===== src/design/echo_pkg.sv =====
package echo_pkg;

	// kept tiny so overruns are easy to provoke
	localparam int FIFO_DEPTH = 4;

	typedef logic [1:0] fifo_ptr_t; // wraps at FIFO_DEPTH
	typedef logic [2:0] fifo_cnt_t; // 0 .. FIFO_DEPTH

	typedef enum logic [1:0] {
		echo_idle,
		echo_send,
		echo_wait_done
	} echo_state_t;

endpackage


===== src/design/uart_pkg.sv =====
package uart_pkg;

	// serial line timing, 10 clocks per bit on the 10 MHz clock
	localparam int CLKS_PER_BIT = 10;
	localparam int HALF_BIT     = 5; // start edge to mid-bit
	localparam int STOP_BITS    = 2; // sent by the transmitter

	typedef logic [7:0] data_byte_t;
	typedef logic [2:0] bit_idx_t;  // data bit position
	typedef logic [3:0] baud_cnt_t; // holds up to CLKS_PER_BIT-1

	typedef enum logic [1:0] {
		rx_st_idle,
		rx_st_start,
		rx_st_data,
		rx_st_stop
	} rx_state_t;

	typedef enum logic [1:0] {
		tx_st_idle,
		tx_st_start,
		tx_st_data,
		tx_st_stop
	} tx_state_t;

endpackage


===== src/design/baud_timer.sv =====
`timescale 1ns/1ps

module baud_timer (
	input  logic CLK,
	input  logic rst,
	input  logic restart,
	input  logic half,
	output logic tick
);

	localparam uart_pkg::baud_cnt_t FULL_LOAD = uart_pkg::baud_cnt_t'(uart_pkg::CLKS_PER_BIT - 1);
	localparam uart_pkg::baud_cnt_t HALF_LOAD = uart_pkg::baud_cnt_t'(uart_pkg::HALF_BIT - 1);

	uart_pkg::baud_cnt_t cnt;
	logic running; // no ticks before the first restart

	always_ff @(posedge CLK) begin
		if (rst) begin
			cnt <= '0;
			running <= 1'b0;
		end else if (restart) begin
			running <= 1'b1;
			cnt <= half ? HALF_LOAD : FULL_LOAD;
		end else if (running) begin
			if (cnt == '0)
				cnt <= FULL_LOAD; // free-runs on full bits after expiry
			else
				cnt <= cnt - 1'b1;
		end
	end

	// restart in cycle t gives tick in cycle t+N
	assign tick = running && (cnt == '0);

endmodule


===== src/design/byte_fifo.sv =====
`timescale 1ns/1ps

module byte_fifo (
	input  logic                 CLK,
	input  logic                 rst,
	input  logic                 push,
	input  uart_pkg::data_byte_t push_data,
	input  logic                 pop,
	output uart_pkg::data_byte_t head,
	output logic                 empty,
	output logic                 full,
	output logic                 overrun
);

	uart_pkg::data_byte_t mem [echo_pkg::FIFO_DEPTH];

	echo_pkg::fifo_ptr_t wr_ptr;
	echo_pkg::fifo_ptr_t rd_ptr;
	echo_pkg::fifo_cnt_t count;

	logic do_push;
	logic do_pop;

	assign empty = (count == '0);
	assign full  = (count == echo_pkg::fifo_cnt_t'(echo_pkg::FIFO_DEPTH));

	// a pop in the same cycle makes room even when full
	assign do_push = push && (!full || pop);
	assign do_pop  = pop && !empty;

	assign head = mem[rd_ptr]; // show-ahead

	always_ff @(posedge CLK) begin
		if (do_push)
			mem[wr_ptr] <= push_data;
	end

	always_ff @(posedge CLK) begin
		if (rst) begin
			wr_ptr <= '0;
			rd_ptr <= '0;
			count <= '0;
			overrun <= 1'b0;
		end else begin
			if (do_push)
				wr_ptr <= wr_ptr + 1'b1;
			if (do_pop)
				rd_ptr <= rd_ptr + 1'b1;
			case ({do_push, do_pop})
				2'b10: count <= count + 1'b1;
				2'b01: count <= count - 1'b1;
				default: count <= count;
			endcase
			if (push && !do_push)
				overrun <= 1'b1; // sticky until reset
		end
	end

endmodule


===== src/design/echo_ctrl.sv =====
`timescale 1ns/1ps

module echo_ctrl (
	input  logic                 CLK,
	input  logic                 rst,
	input  logic                 empty,
	input  uart_pkg::data_byte_t head,
	input  logic                 rx_valid,
	input  uart_pkg::data_byte_t rx_byte,
	input  logic                 tx_busy,
	output logic                 pop,
	output logic                 tx_start,
	output uart_pkg::data_byte_t tx_byte,
	output uart_pkg::data_byte_t led_n
);

	echo_pkg::echo_state_t state;

	// head is taken in the same cycle as the pop
	assign pop = (state == echo_pkg::echo_idle) && !empty;

	always_ff @(posedge CLK) begin
		if (rst) begin
			state <= echo_pkg::echo_idle;
			tx_start <= 1'b0;
		end else begin
			tx_start <= 1'b0;
			case (state)
				echo_pkg::echo_idle: begin
					if (!empty) begin
						tx_start <= 1'b1;
						state <= echo_pkg::echo_send;
					end
				end
				echo_pkg::echo_send: begin
					// tx_busy rises the cycle after tx_start
					state <= echo_pkg::echo_wait_done;
				end
				echo_pkg::echo_wait_done: begin
					if (!tx_busy)
						state <= echo_pkg::echo_idle;
				end
				default: state <= echo_pkg::echo_idle;
			endcase
		end
	end

	always_ff @(posedge CLK) begin
		if (pop)
			tx_byte <= head;
	end

	// leds are active low, show last good byte
	always_ff @(posedge CLK) begin
		if (rst)
			led_n <= '1;
		else if (rx_valid)
			led_n <= ~rx_byte;
	end

endmodule


===== src/design/uart_echo_top.sv =====
`timescale 1ns/1ps

module uart_echo_top (
	input  logic                 CLK,
	input  logic                 rst,
	input  logic                 rx,
	output logic                 tx,
	output uart_pkg::data_byte_t led_n,
	output logic                 fifo_full,
	output logic                 fifo_empty,
	output logic                 overrun,
	output logic                 frame_error
);

	uart_pkg::data_byte_t rx_byte;
	uart_pkg::data_byte_t head;
	uart_pkg::data_byte_t tx_byte;

	logic rx_valid;
	logic frame_err;
	logic pop;
	logic tx_start;
	logic tx_busy;

	uart_rx i_uart_rx (
		.CLK       (CLK),
		.rst       (rst),
		.rx        (rx),
		.rx_byte   (rx_byte),
		.rx_valid  (rx_valid),
		.frame_err (frame_err)
	);

	byte_fifo i_byte_fifo (
		.CLK       (CLK),
		.rst       (rst),
		.push      (rx_valid),
		.push_data (rx_byte),
		.pop       (pop),
		.head      (head),
		.empty     (fifo_empty),
		.full      (fifo_full),
		.overrun   (overrun)
	);

	echo_ctrl i_echo_ctrl (
		.CLK      (CLK),
		.rst      (rst),
		.empty    (fifo_empty),
		.head     (head),
		.rx_valid (rx_valid),
		.rx_byte  (rx_byte),
		.tx_busy  (tx_busy),
		.pop      (pop),
		.tx_start (tx_start),
		.tx_byte  (tx_byte),
		.led_n    (led_n)
	);

	uart_tx i_uart_tx (
		.CLK      (CLK),
		.rst      (rst),
		.tx_byte  (tx_byte),
		.tx_start (tx_start),
		.tx       (tx),
		.tx_busy  (tx_busy)
	);

	// sticky framing error, cleared only by reset
	always_ff @(posedge CLK) begin
		if (rst)
			frame_error <= 1'b0;
		else if (frame_err)
			frame_error <= 1'b1;
	end

endmodule


===== src/design/uart_rx.sv =====
`timescale 1ns/1ps

module uart_rx (
	input  logic                   CLK,
	input  logic                   rst,
	input  logic                   rx,
	output uart_pkg::data_byte_t   rx_byte,
	output logic                   rx_valid,
	output logic                   frame_err
);

	uart_pkg::rx_state_t  state;
	uart_pkg::bit_idx_t   bit_idx;
	uart_pkg::data_byte_t shift_reg;

	logic rx_meta;
	logic rx_sync;
	logic rx_prev;
	logic fall;
	logic restart;
	logic tick;

	// two-flop synchronizer plus one stage for edge detect
	always_ff @(posedge CLK) begin
		if (rst) begin
			rx_meta <= 1'b1;
			rx_sync <= 1'b1;
			rx_prev <= 1'b1;
		end else begin
			rx_meta <= rx;
			rx_sync <= rx_meta;
			rx_prev <= rx_sync;
		end
	end

	assign fall    = rx_prev && !rx_sync;
	assign restart = (state == uart_pkg::rx_st_idle) && fall;

	baud_timer i_baud_timer (
		.CLK     (CLK),
		.rst     (rst),
		.restart (restart),
		.half    (1'b1), // rx always starts on a half bit
		.tick    (tick)
	);

	always_ff @(posedge CLK) begin
		if (rst) begin
			state <= uart_pkg::rx_st_idle;
			bit_idx <= '0;
			rx_valid <= 1'b0;
			frame_err <= 1'b0;
		end else begin
			rx_valid <= 1'b0;
			frame_err <= 1'b0;
			case (state)
				uart_pkg::rx_st_idle: begin
					if (fall)
						state <= uart_pkg::rx_st_start;
				end
				uart_pkg::rx_st_start: begin
					if (tick) begin
						bit_idx <= '0;
						// line back high at mid-bit means a glitch
						state <= rx_sync ? uart_pkg::rx_st_idle : uart_pkg::rx_st_data;
					end
				end
				uart_pkg::rx_st_data: begin
					if (tick) begin
						bit_idx <= bit_idx + 1'b1;
						if (bit_idx == 3'd7)
							state <= uart_pkg::rx_st_stop;
					end
				end
				uart_pkg::rx_st_stop: begin
					if (tick) begin
						rx_valid <= rx_sync;
						frame_err <= !rx_sync; // stop bit sampled low
						state <= uart_pkg::rx_st_idle;
					end
				end
				default: state <= uart_pkg::rx_st_idle;
			endcase
		end
	end

	// data shifts in lsb first
	always_ff @(posedge CLK) begin
		if (state == uart_pkg::rx_st_data && tick)
			shift_reg <= {rx_sync, shift_reg[7:1]};
	end

	assign rx_byte = shift_reg;

endmodule


===== src/design/uart_tx.sv =====
`timescale 1ns/1ps

module uart_tx (
	input  logic                 CLK,
	input  logic                 rst,
	input  uart_pkg::data_byte_t tx_byte,
	input  logic                 tx_start,
	output logic                 tx,
	output logic                 tx_busy
);

	localparam uart_pkg::bit_idx_t LAST_STOP = uart_pkg::bit_idx_t'(uart_pkg::STOP_BITS - 1);

	uart_pkg::tx_state_t  state;
	uart_pkg::bit_idx_t   bit_idx;
	uart_pkg::data_byte_t shift_reg;

	logic restart;
	logic tick;

	assign restart = (state == uart_pkg::tx_st_idle) && tx_start;

	baud_timer i_baud_timer (
		.CLK     (CLK),
		.rst     (rst),
		.restart (restart),
		.half    (1'b0),
		.tick    (tick)
	);

	always_ff @(posedge CLK) begin
		if (rst) begin
			state <= uart_pkg::tx_st_idle;
			bit_idx <= '0;
			tx <= 1'b1; // line idles high
			tx_busy <= 1'b0;
		end else begin
			case (state)
				uart_pkg::tx_st_idle: begin
					if (tx_start) begin
						tx <= 1'b0; // start bit
						tx_busy <= 1'b1;
						state <= uart_pkg::tx_st_start;
					end
				end
				uart_pkg::tx_st_start: begin
					if (tick) begin
						tx <= shift_reg[0];
						bit_idx <= '0;
						state <= uart_pkg::tx_st_data;
					end
				end
				uart_pkg::tx_st_data: begin
					if (tick) begin
						bit_idx <= bit_idx + 1'b1;
						tx <= (bit_idx == 3'd7) ? 1'b1 : shift_reg[0];
						if (bit_idx == 3'd7)
							state <= uart_pkg::tx_st_stop;
					end
				end
				uart_pkg::tx_st_stop: begin
					if (tick) begin
						bit_idx <= bit_idx + 1'b1;
						if (bit_idx == LAST_STOP) begin
							tx_busy <= 1'b0;
							state <= uart_pkg::tx_st_idle;
						end
					end
				end
				default: state <= uart_pkg::tx_st_idle;
			endcase
		end
	end

	// byte latched on start, consumed lsb first
	always_ff @(posedge CLK) begin
		if (restart)
			shift_reg <= tx_byte;
		else if (tick && (state == uart_pkg::tx_st_start || state == uart_pkg::tx_st_data))
			shift_reg <= {1'b0, shift_reg[7:1]};
	end

endmodule


===== config.mk =====
export PLATFORM = sky130hd
export DESIGN_NAME = uart_echo_top
export DESIGN_NICKNAME = d
export VERILOG_FILES = /design/src/design/echo_pkg.sv /design/src/design/uart_pkg.sv /design/src/design/baud_timer.sv /design/src/design/byte_fifo.sv /design/src/design/echo_ctrl.sv /design/src/design/uart_echo_top.sv /design/src/design/uart_rx.sv /design/src/design/uart_tx.sv
export SDC_FILE = /design/constraint.sdc
export NUM_CORES = 1
export LEC_CHECK = 0
export BUFFER_PORTS_ARGS = -buffer_cell sky130_fd_sc_hd__clkbuf_2
export CAP_MARGIN = 30
export CORE_MARGIN = 1
export CORE_UTILIZATION = 30
export CTS_CLUSTER_DIAMETER = 120
export DETAILED_ROUTE_END_ITERATION = 10
export PLACE_DENSITY = 0.42
export SLEW_MARGIN = 15
export SYNTH_ARGS = -nofsm -noshare
export SYNTH_HDL_FRONTEND = slang
export SYNTH_SLANG_ARGS = --single-unit

===== constraint.sdc =====
create_clock -name CLK -period 2.55 [get_ports CLK]
set_input_delay 0.1275 -clock CLK [delete_from_list [all_inputs] [get_ports CLK]]
set_output_delay 0.1275 -clock CLK [all_outputs]
set_load 0.05 [all_outputs]

# [Word level (Yosys, flattened, before mapping)]
# Memories as Yosys holds them, arrays and structs flattened. A register that Yosys moved wholly into a read port is not among the register bits.
# Index checks and enable logic that the tools add are counted.
[totals] ff_bits=63 ram_bits=32 input_bits=3 output_inout_bits=13 word_cells=155 memories=1
[memory_table] memory="i_byte_fifo.mem" depth=4 width=8 read_ports=1 rd_clocked_by_memory_dff=1 wr=1 line_no="byte_fifo.sv:15" text="uart_pkg::data_byte_t mem [echo_pkg::FIFO_DEPTH];"
[classes] n_addsub=8 eq_ne=28 n_mux=44 bitwise_logic=4 n_reduce_logical=43
[ops] op="$mux 2" n=14
[ops] op="$ne 2x1->1 const B" n=11
[ops] op="$mux 3" n=6
[ops] op="$pmux 3 s2" n=3
[ops] op="$mux 4" n=4
[ops] op="$mux 8" n=2
[ops] op="$pmux 2 s4" n=2
[ops] op="$reduce_bool 2->1" n=7
[ops] op="$eq 2x2->1 const B" n=6
[ops] op="$logic_and 1x1->1" n=11
[ops] op="$mux 1" n=10
[ops] op="$add 3x1->3 const B" n=3
[ops] op="$eq 3x3->1 const B" n=3
[ops] op="$eq 2x1->1 const B" n=4
[ops] op="$logic_not 4->1" n=2
[ops] op="$not 8->8" n=1
[ops] op="$reduce_and 4->1" n=2
[ops] op="$reduce_or 2->1" n=4
[ops] op="$sub 4x1->4 const B" n=2
[ops] op="$logic_not 2->1" n=3
[ops] op="$ne 2x2->1 const B" n=3
[ops] op="$pmux 2 s3" n=1
[ops] op="$reduce_and 3->1" n=2
[ops] op="$reduce_and 6->1" n=1
[ops] op="other kinds (13)" n=20

# [Longest topological paths before layout]
[logic_depth] depth_word=7 depth_mapped=10 depth_no_buf=10

# [Modules after synthesis]
# From an unflattened synthesis, not the netlist that was laid out.
[unflattened] cells_unflattened=337 area_unflattened_um2=4443.0
[by_module_without_submodules] mod="byte_fifo" instances=1 cells_per_inst=99 area_per_inst_um2=1687.9 seq_area_each_um2=1161.1
[by_module_without_submodules] mod="uart_tx" instances=1 cells_per_inst=77 area_per_inst_um2=869.6 seq_area_each_um2=380.4
[by_module_without_submodules] mod="uart_rx" instances=1 cells_per_inst=54 area_per_inst_um2=683.2 seq_area_each_um2=440.4
[by_module_without_submodules] mod="echo_ctrl" instances=1 cells_per_inst=51 area_per_inst_um2=651.9 seq_area_each_um2=460.4
[by_module_without_submodules] mod="baud_timer" instances=2 cells_per_inst=27 area_per_inst_um2=260.2 seq_area_each_um2=100.1
[by_module_without_submodules] mod="uart_echo_top" instances=1 cells_per_inst=2 area_per_inst_um2=30.0 seq_area_each_um2=20.0

# [Worst setup path after synthesis]
# No wires, ideal clock.
[synth_timing] path_type="reg-to-reg" from="register i_byte_fifo.count[0]" to="register i_byte_fifo.count[2]" setup_time_ns=0.070 arrival_time_ns=2.827 required_ns=2.480 setup_slack_ns=-0.348 stages_incl_launch_ff=10 path_buffers=0 period_less_slack_ns=2.898 cell_sequence="dfxtp_1 -> or3_1 -> inv_1 -> nor3_1 -> ha_1 -> inv_1 -> fa_1 -> xor2_1 -> or3_1 -> a21oi_1"
[synth_via] word_cells_on_any_way=14 cone_classes="add/sub (2); eq/ne (3); mux (1); reduce/logical (8)"
[synth_rtl] element="from (decl)" line_no="byte_fifo.sv:19" text="echo_pkg::fifo_cnt_t count;"
[synth_rtl] element="from (signal assigned)" line_no="byte_fifo.sv:50" text="2'b10: count <= count + 1'b1;"
[synth_rtl] element="from (signal assigned)" line_no="byte_fifo.sv:51" text="2'b01: count <= count - 1'b1;"
[synth_rtl] element="from (signal assigned)" line_no="byte_fifo.sv:52" text="default: count <= count;"
[synth_rtl] element="$logic_not 3->1 (*)" line_no="byte_fifo.sv:24" text="assign empty = (count == '0);"
[synth_rtl] element="via fifo_empty" line_no="uart_echo_top.sv:10" text="output logic fifo_empty,"
[synth_rtl] element="$logic_not 1->1 (*)" line_no="byte_fifo.sv:29, echo_ctrl.sv:20"
[synth_rtl] element="$logic_and 1x1->1" line_no="echo_ctrl.sv:20" text="assign pop = (state == echo_pkg::echo_idle) && !empty;"
[synth_rtl] element="$logic_and 1x1->1 (*)" line_no="byte_fifo.sv:29" text="assign do_pop = pop && !empty;"
[synth_rtl] element="via i_byte_fifo.do_pop" line_no="byte_fifo.sv:22" text="logic do_pop;"
[synth_rtl] element="$eq 2x1->1 or $eq 2x2->1 (tied branches)" line_no="byte_fifo.sv:49" text="case ({do_push, do_pop})"
[synth_rtl] element="$pmux 3 s2 or $reduce_bool 2->1 (tied branches)"
# The timed path passes the listed nets; every way through them passes the cells marked *.
# A chain may end at the register's enable or synchronous reset.

# [Final worst setup path]
[layout_timing] from="register i_byte_fifo.count[2]" to="register i_byte_fifo.count[2]"
[layout_via] elab_chain_len=7 word_cells_on_any_way=14 cone_classes="add/sub (2); eq/ne (3); mux (1); reduce/logical (8)"
[layout_rtl] element="$logic_not 3->1" line_no="byte_fifo.sv:24"
[layout_rtl] element="$logic_not 1->1" line_no="byte_fifo.sv:29, echo_ctrl.sv:20"
[layout_rtl] element="$logic_and 1x1->1" line_no="echo_ctrl.sv:20"
[layout_rtl] element="$logic_or 1x1->1" line_no="byte_fifo.sv:28" text="assign do_push = push && (!full || pop);"
[layout_rtl] element="$logic_and 1x1->1" line_no="byte_fifo.sv:28"
[layout_rtl] element="$eq 2x1->1 or $eq 2x2->1 (tied branches)" line_no="byte_fifo.sv:49"
[layout_rtl] element="$pmux 3 s2 or $reduce_bool 2->1 (tied branches)"
# Parallel ways exist; a longest one is shown, timed or not.

==> key figures <==
Placed design
  • I/O Buffers: 15
  • DPL Wire Length: 5030 µm
  • Routability Congestion: 0.786
  • Cell Area, Placed: 4490 µm²
  • Placed insts: 521

Synthesis
  • Main flop type after synthesis: edfxtp_1
  • Synth warn: 0
  • Xor and xnor fraction of the mapped netlist area: 1.04%
  • Post-synth EDFFs: 56
  • Cells after Synth: 338
  • Mapped Area: 4200 µm²
  • Mapped Avg Cell Area: 12.4 µm²
  • Adder-Cell Fraction of Synth Area: 4.95%
  • Largest family of logic cells by synthesized area: simple AND/OR/NAND/NOR gates
  • Yosys cell types: 50
  • Complex-gate fraction of the synthesized area: 7.81%
  • Sequential fraction of the synthesis area: 62.5%
  • Flops & latches, synth: 103
  • Mux share of post-synthesis cell area: 7.16%
  • Synth Area in Simple Gates: 13.7%
  • Mapped Nets: 357
  • Post-synth ARST share: 0%

Clock network
  • Setup Fix Bufs, Post-CTS: 0
  • Clock sinks: 103
  • Clock root buffer: clkbuf_16
  • Worst-path clk slew: 70 ps
  • Clock Latency Late Sink: 350 ps
  • H-tree Lvls: 3
  • Num CTS Buffers: 9
  • CTS tree: built
  • Clock Tree Buf Depth: 2

Finish
  • Layout cells sized above 1: 19.1%
  • Number of flip-flops in the largest register: 32
  • Area of the multi-input gates: 1480 µm²
  • Fin cells: 538
  • Top reg by flops: i_byte_fifo.mem
  • Fill cell count: 1379
  • Area grow syn2layout: 14.5%
  • Register area: 2620 µm²
  • Diodes inserted: 0
  • Fin nets: 376
  • Final instance area: 4810 µm²

Worst setup path
  • Critical R2R Launch: i_byte_fifo.count[2]$_SDFFE_PP0P_
  • Req. time, crit path: 2830 ps
  • Worst Setup End Kind: register
  • Kind of critical path: reg -> reg
  • Max FO, Critical Path: 5
  • FF-to-FF setup slack: 240 ps
  • Arr. time, crit path: 2580 ps
  • R2R depth: 10
  • Reg2reg end: i_byte_fifo.count[2]$_SDFFE_PP0P_
  • Critical Path Start Type: register

Timing
  • Final hold vios: 0
  • Slew margin rel.: 56.9%
  • Max Clock Skew: 6.87 ps
  • Final Cycle Share: 90.4%
  • Achievable Freq: 434 MHz
  • Least-Margin Pin Slew: 645 ps
  • Final setup fails: 0
  • Period minus WS final: 2310 ps
  • Final setup TNS: 0 ps
  • RSZ-0062 raised after global routing: no
  • Hold Worst Slack: 275 ps
  • Final Max Tran Viols: 0

Global routing
  • Vias in the first global route: 2387
  • First-pass GRT wire length: 12300 µm
  • Pin count of the biggest net entering global routing: 22
  • Tot GR Track Use: 11.4%
  • Initial antenna violation count: 0
  • Grt total ovfl: 0

Routing
  • Vias per std cell: 4.62
  • DR DRC count: 0
  • Wire length per cell: 13.9 µm
  • Final ANT Viol Nets: 0
  • DR vias: 2485
  • Drt pass-1 iters: 4
  • Post-Route WL: 7480 µm
  • Number of DRC markers in iteration 0: 115

Worst hold path
  • Worst Hold Class: in -> reg
  • Beginning of the worst hold path: rst
  • Hold Crit Depth: 2
  • Hold path endpoint: i_byte_fifo.count[0]$_SDFFE_PP0P_

Floorplan
  • # IOs: 16
  • Die area: 14500 µm²
  • Die Span Y: 120 µm
  • Core area: 13500 µm²
  • Initial Utilization: 31.2%
  • Row count: 42
  • Die Width: 120 µm

Pwr
  • Leakage: 1.69 nW
  • PD cells: 974 nW/µm²
  • Worst vdd ir: 0.364 mV

Run
  • Max cap viols: 0

Run status
  • Status: finished clean
[Yosys cell counts, types with 4 or more instances]
cell type | count | area [µm²]
nand2b_1 | 4 | 25.0
a31oi_1 | 4 | 25.0
mux4_2 | 8 | 180
nand3_1 | 7 | 35.0
and3_1 | 5 | 31.3
mux2_2 | 8 | 90.1
nor2b_1 | 5 | 31.3
nor3_1 | 6 | 30.0
inv_1 | 18 | 67.6
o21ai_0 | 12 | 60.1
nor2_1 | 32 | 120
dfxtp_1 | 47 | 941
a21oi_1 | 15 | 75.1
and2_1 | 5 | 31.3
nor4b_1 | 4 | 35.0
ha_1 | 15 | 188
nand2_1 | 30 | 113
or2_2 | 4 | 25.0
edfxtp_1 | 56 | 1680
clkbuf_1 | 8 | 30.0
[critical path, stage by stage, from the launching register on]
cell and delay [ps]:
dfxtp_1 360, or3b_4 410, nor2_4 100, nor2b_1 80, inv_1 90, ha_2 190
inv_1 50, fa_1 370, xor2_1 160, or3_1 300, a21oi_1 140
[layer usage]
| metal | vias up | track usage, % | wire length [µm] |
|---|---|---|---|
| li1 | 1254 | - | - |
| met1 | 1188 | 14.3 | 3660 |
| met2 | 30 | 17.9 | 3440 |
| met3 | 13 | 2.55 | 177 |
| met4 | 0 | 7.18 | 202 |
| met5 | - | 0 | 0 |
[area by class of cell]
type	instances	share of cell area, %
clock inverter	6	1.38
inverter	18	1.41
clock buffer	10	4.76
tap	176	4.58
multi-input combinational	204	30.8
timing repair buffer	21	2.55
sequential	103	54.6
[stage by stage]
stage | utilization [%] | power, W | worst slack, ps
2_1_floorplan | - | 0.00306 | 141
3_3_place_gp | 33.4 | 0.00333 | 174
3_5_place_dp | 33.4 | 0.00333 | 65.3
4_1_cts | 35.6 | 0.00474 | 42.1
5_1_grt | 35.7 | 0.00497 | 47.2
6_report | 35.7 | 0.00468 | 244
[worst max path at each step]
stage | slack, ps | cells after the start | endpoint | startpoint
final | 240 | 10 | i_byte_fifo.count[2]$_SDFFE_PP0P_ | i_byte_fifo.count[2]$_SDFFE_PP0P_
after detailed placement | 70 | 10 | i_byte_fifo.count[2]$_SDFFE_PP0P_ | i_byte_fifo.count[0]$_SDFFE_PP0P_
after global routing | 50 | 10 | i_byte_fifo.count[2]$_SDFFE_PP0P_ | i_byte_fifo.count[2]$_SDFFE_PP0P_
after floorplan | 140 | 9 | i_byte_fifo.count[2]$_SDFFE_PP0P_ | i_byte_fifo.count[0]$_SDFFE_PP0P_
after CTS | 40 | 10 | i_byte_fifo.count[2]$_SDFFE_PP0P_ | i_byte_fifo.count[0]$_SDFFE_PP0P_
after global placement | 170 | 10 | i_byte_fifo.count[2]$_SDFFE_PP0P_ | i_byte_fifo.count[0]$_SDFFE_PP0P_
[cell usage in the layout (no fill, tap or decap), drive strengths merged, types with 3 or more instances in the layout]
cell    Yosys  layout
a211oi      3       3
a21oi      15      15
a31oi       4       4
and2        5       5
and3        6       6
buf         5       5
clkbuf      8      25
dfxtp      47      47
edfxtp     56      56
ha         15      15
inv        18      21
mux2        8       8
mux2i       3       3
mux4        8       8
nand2      31      31
nand2b      4       4
nand3       7       7
nor2       32      32
nor2b       5       5
nor3        6       6
nor4b       5       5
o21ai      13      13
or2         4       4
xor2        3       3
[report_power, final]
part	switching (W)	total (W)	internal, W
clock network	0.000618	0.00139	0.000769
registers	0.000172	0.00220	0.00203
logic	0.000630	0.00109	0.000463
[kinds of logic (layout without fill, tap and decap cells)]
logic type / after synthesis / after routing
flip-flops: 103 / 103
adder cells (fa/ha/maj): 16 / 16
AO/OA/AOI/OAI: 50 / 50
multiplexers: 19 / 19
AND/OR/NAND/NOR: 114 / 114
buffers and inverters: 31 / 55
XOR/XNOR: 5 / 5
[timing repair]
| item | in CTS | in global routing |
|---|---|---|
| gates resized for setup | 0 | 4 |
| hold buffers | 1 | 0 |
| endpoints found under the hold margin | 1 | 0 |
| setup endpoints to repair | 0 | 1 |
Note: power is estimated with default switching activity, not from simulation.
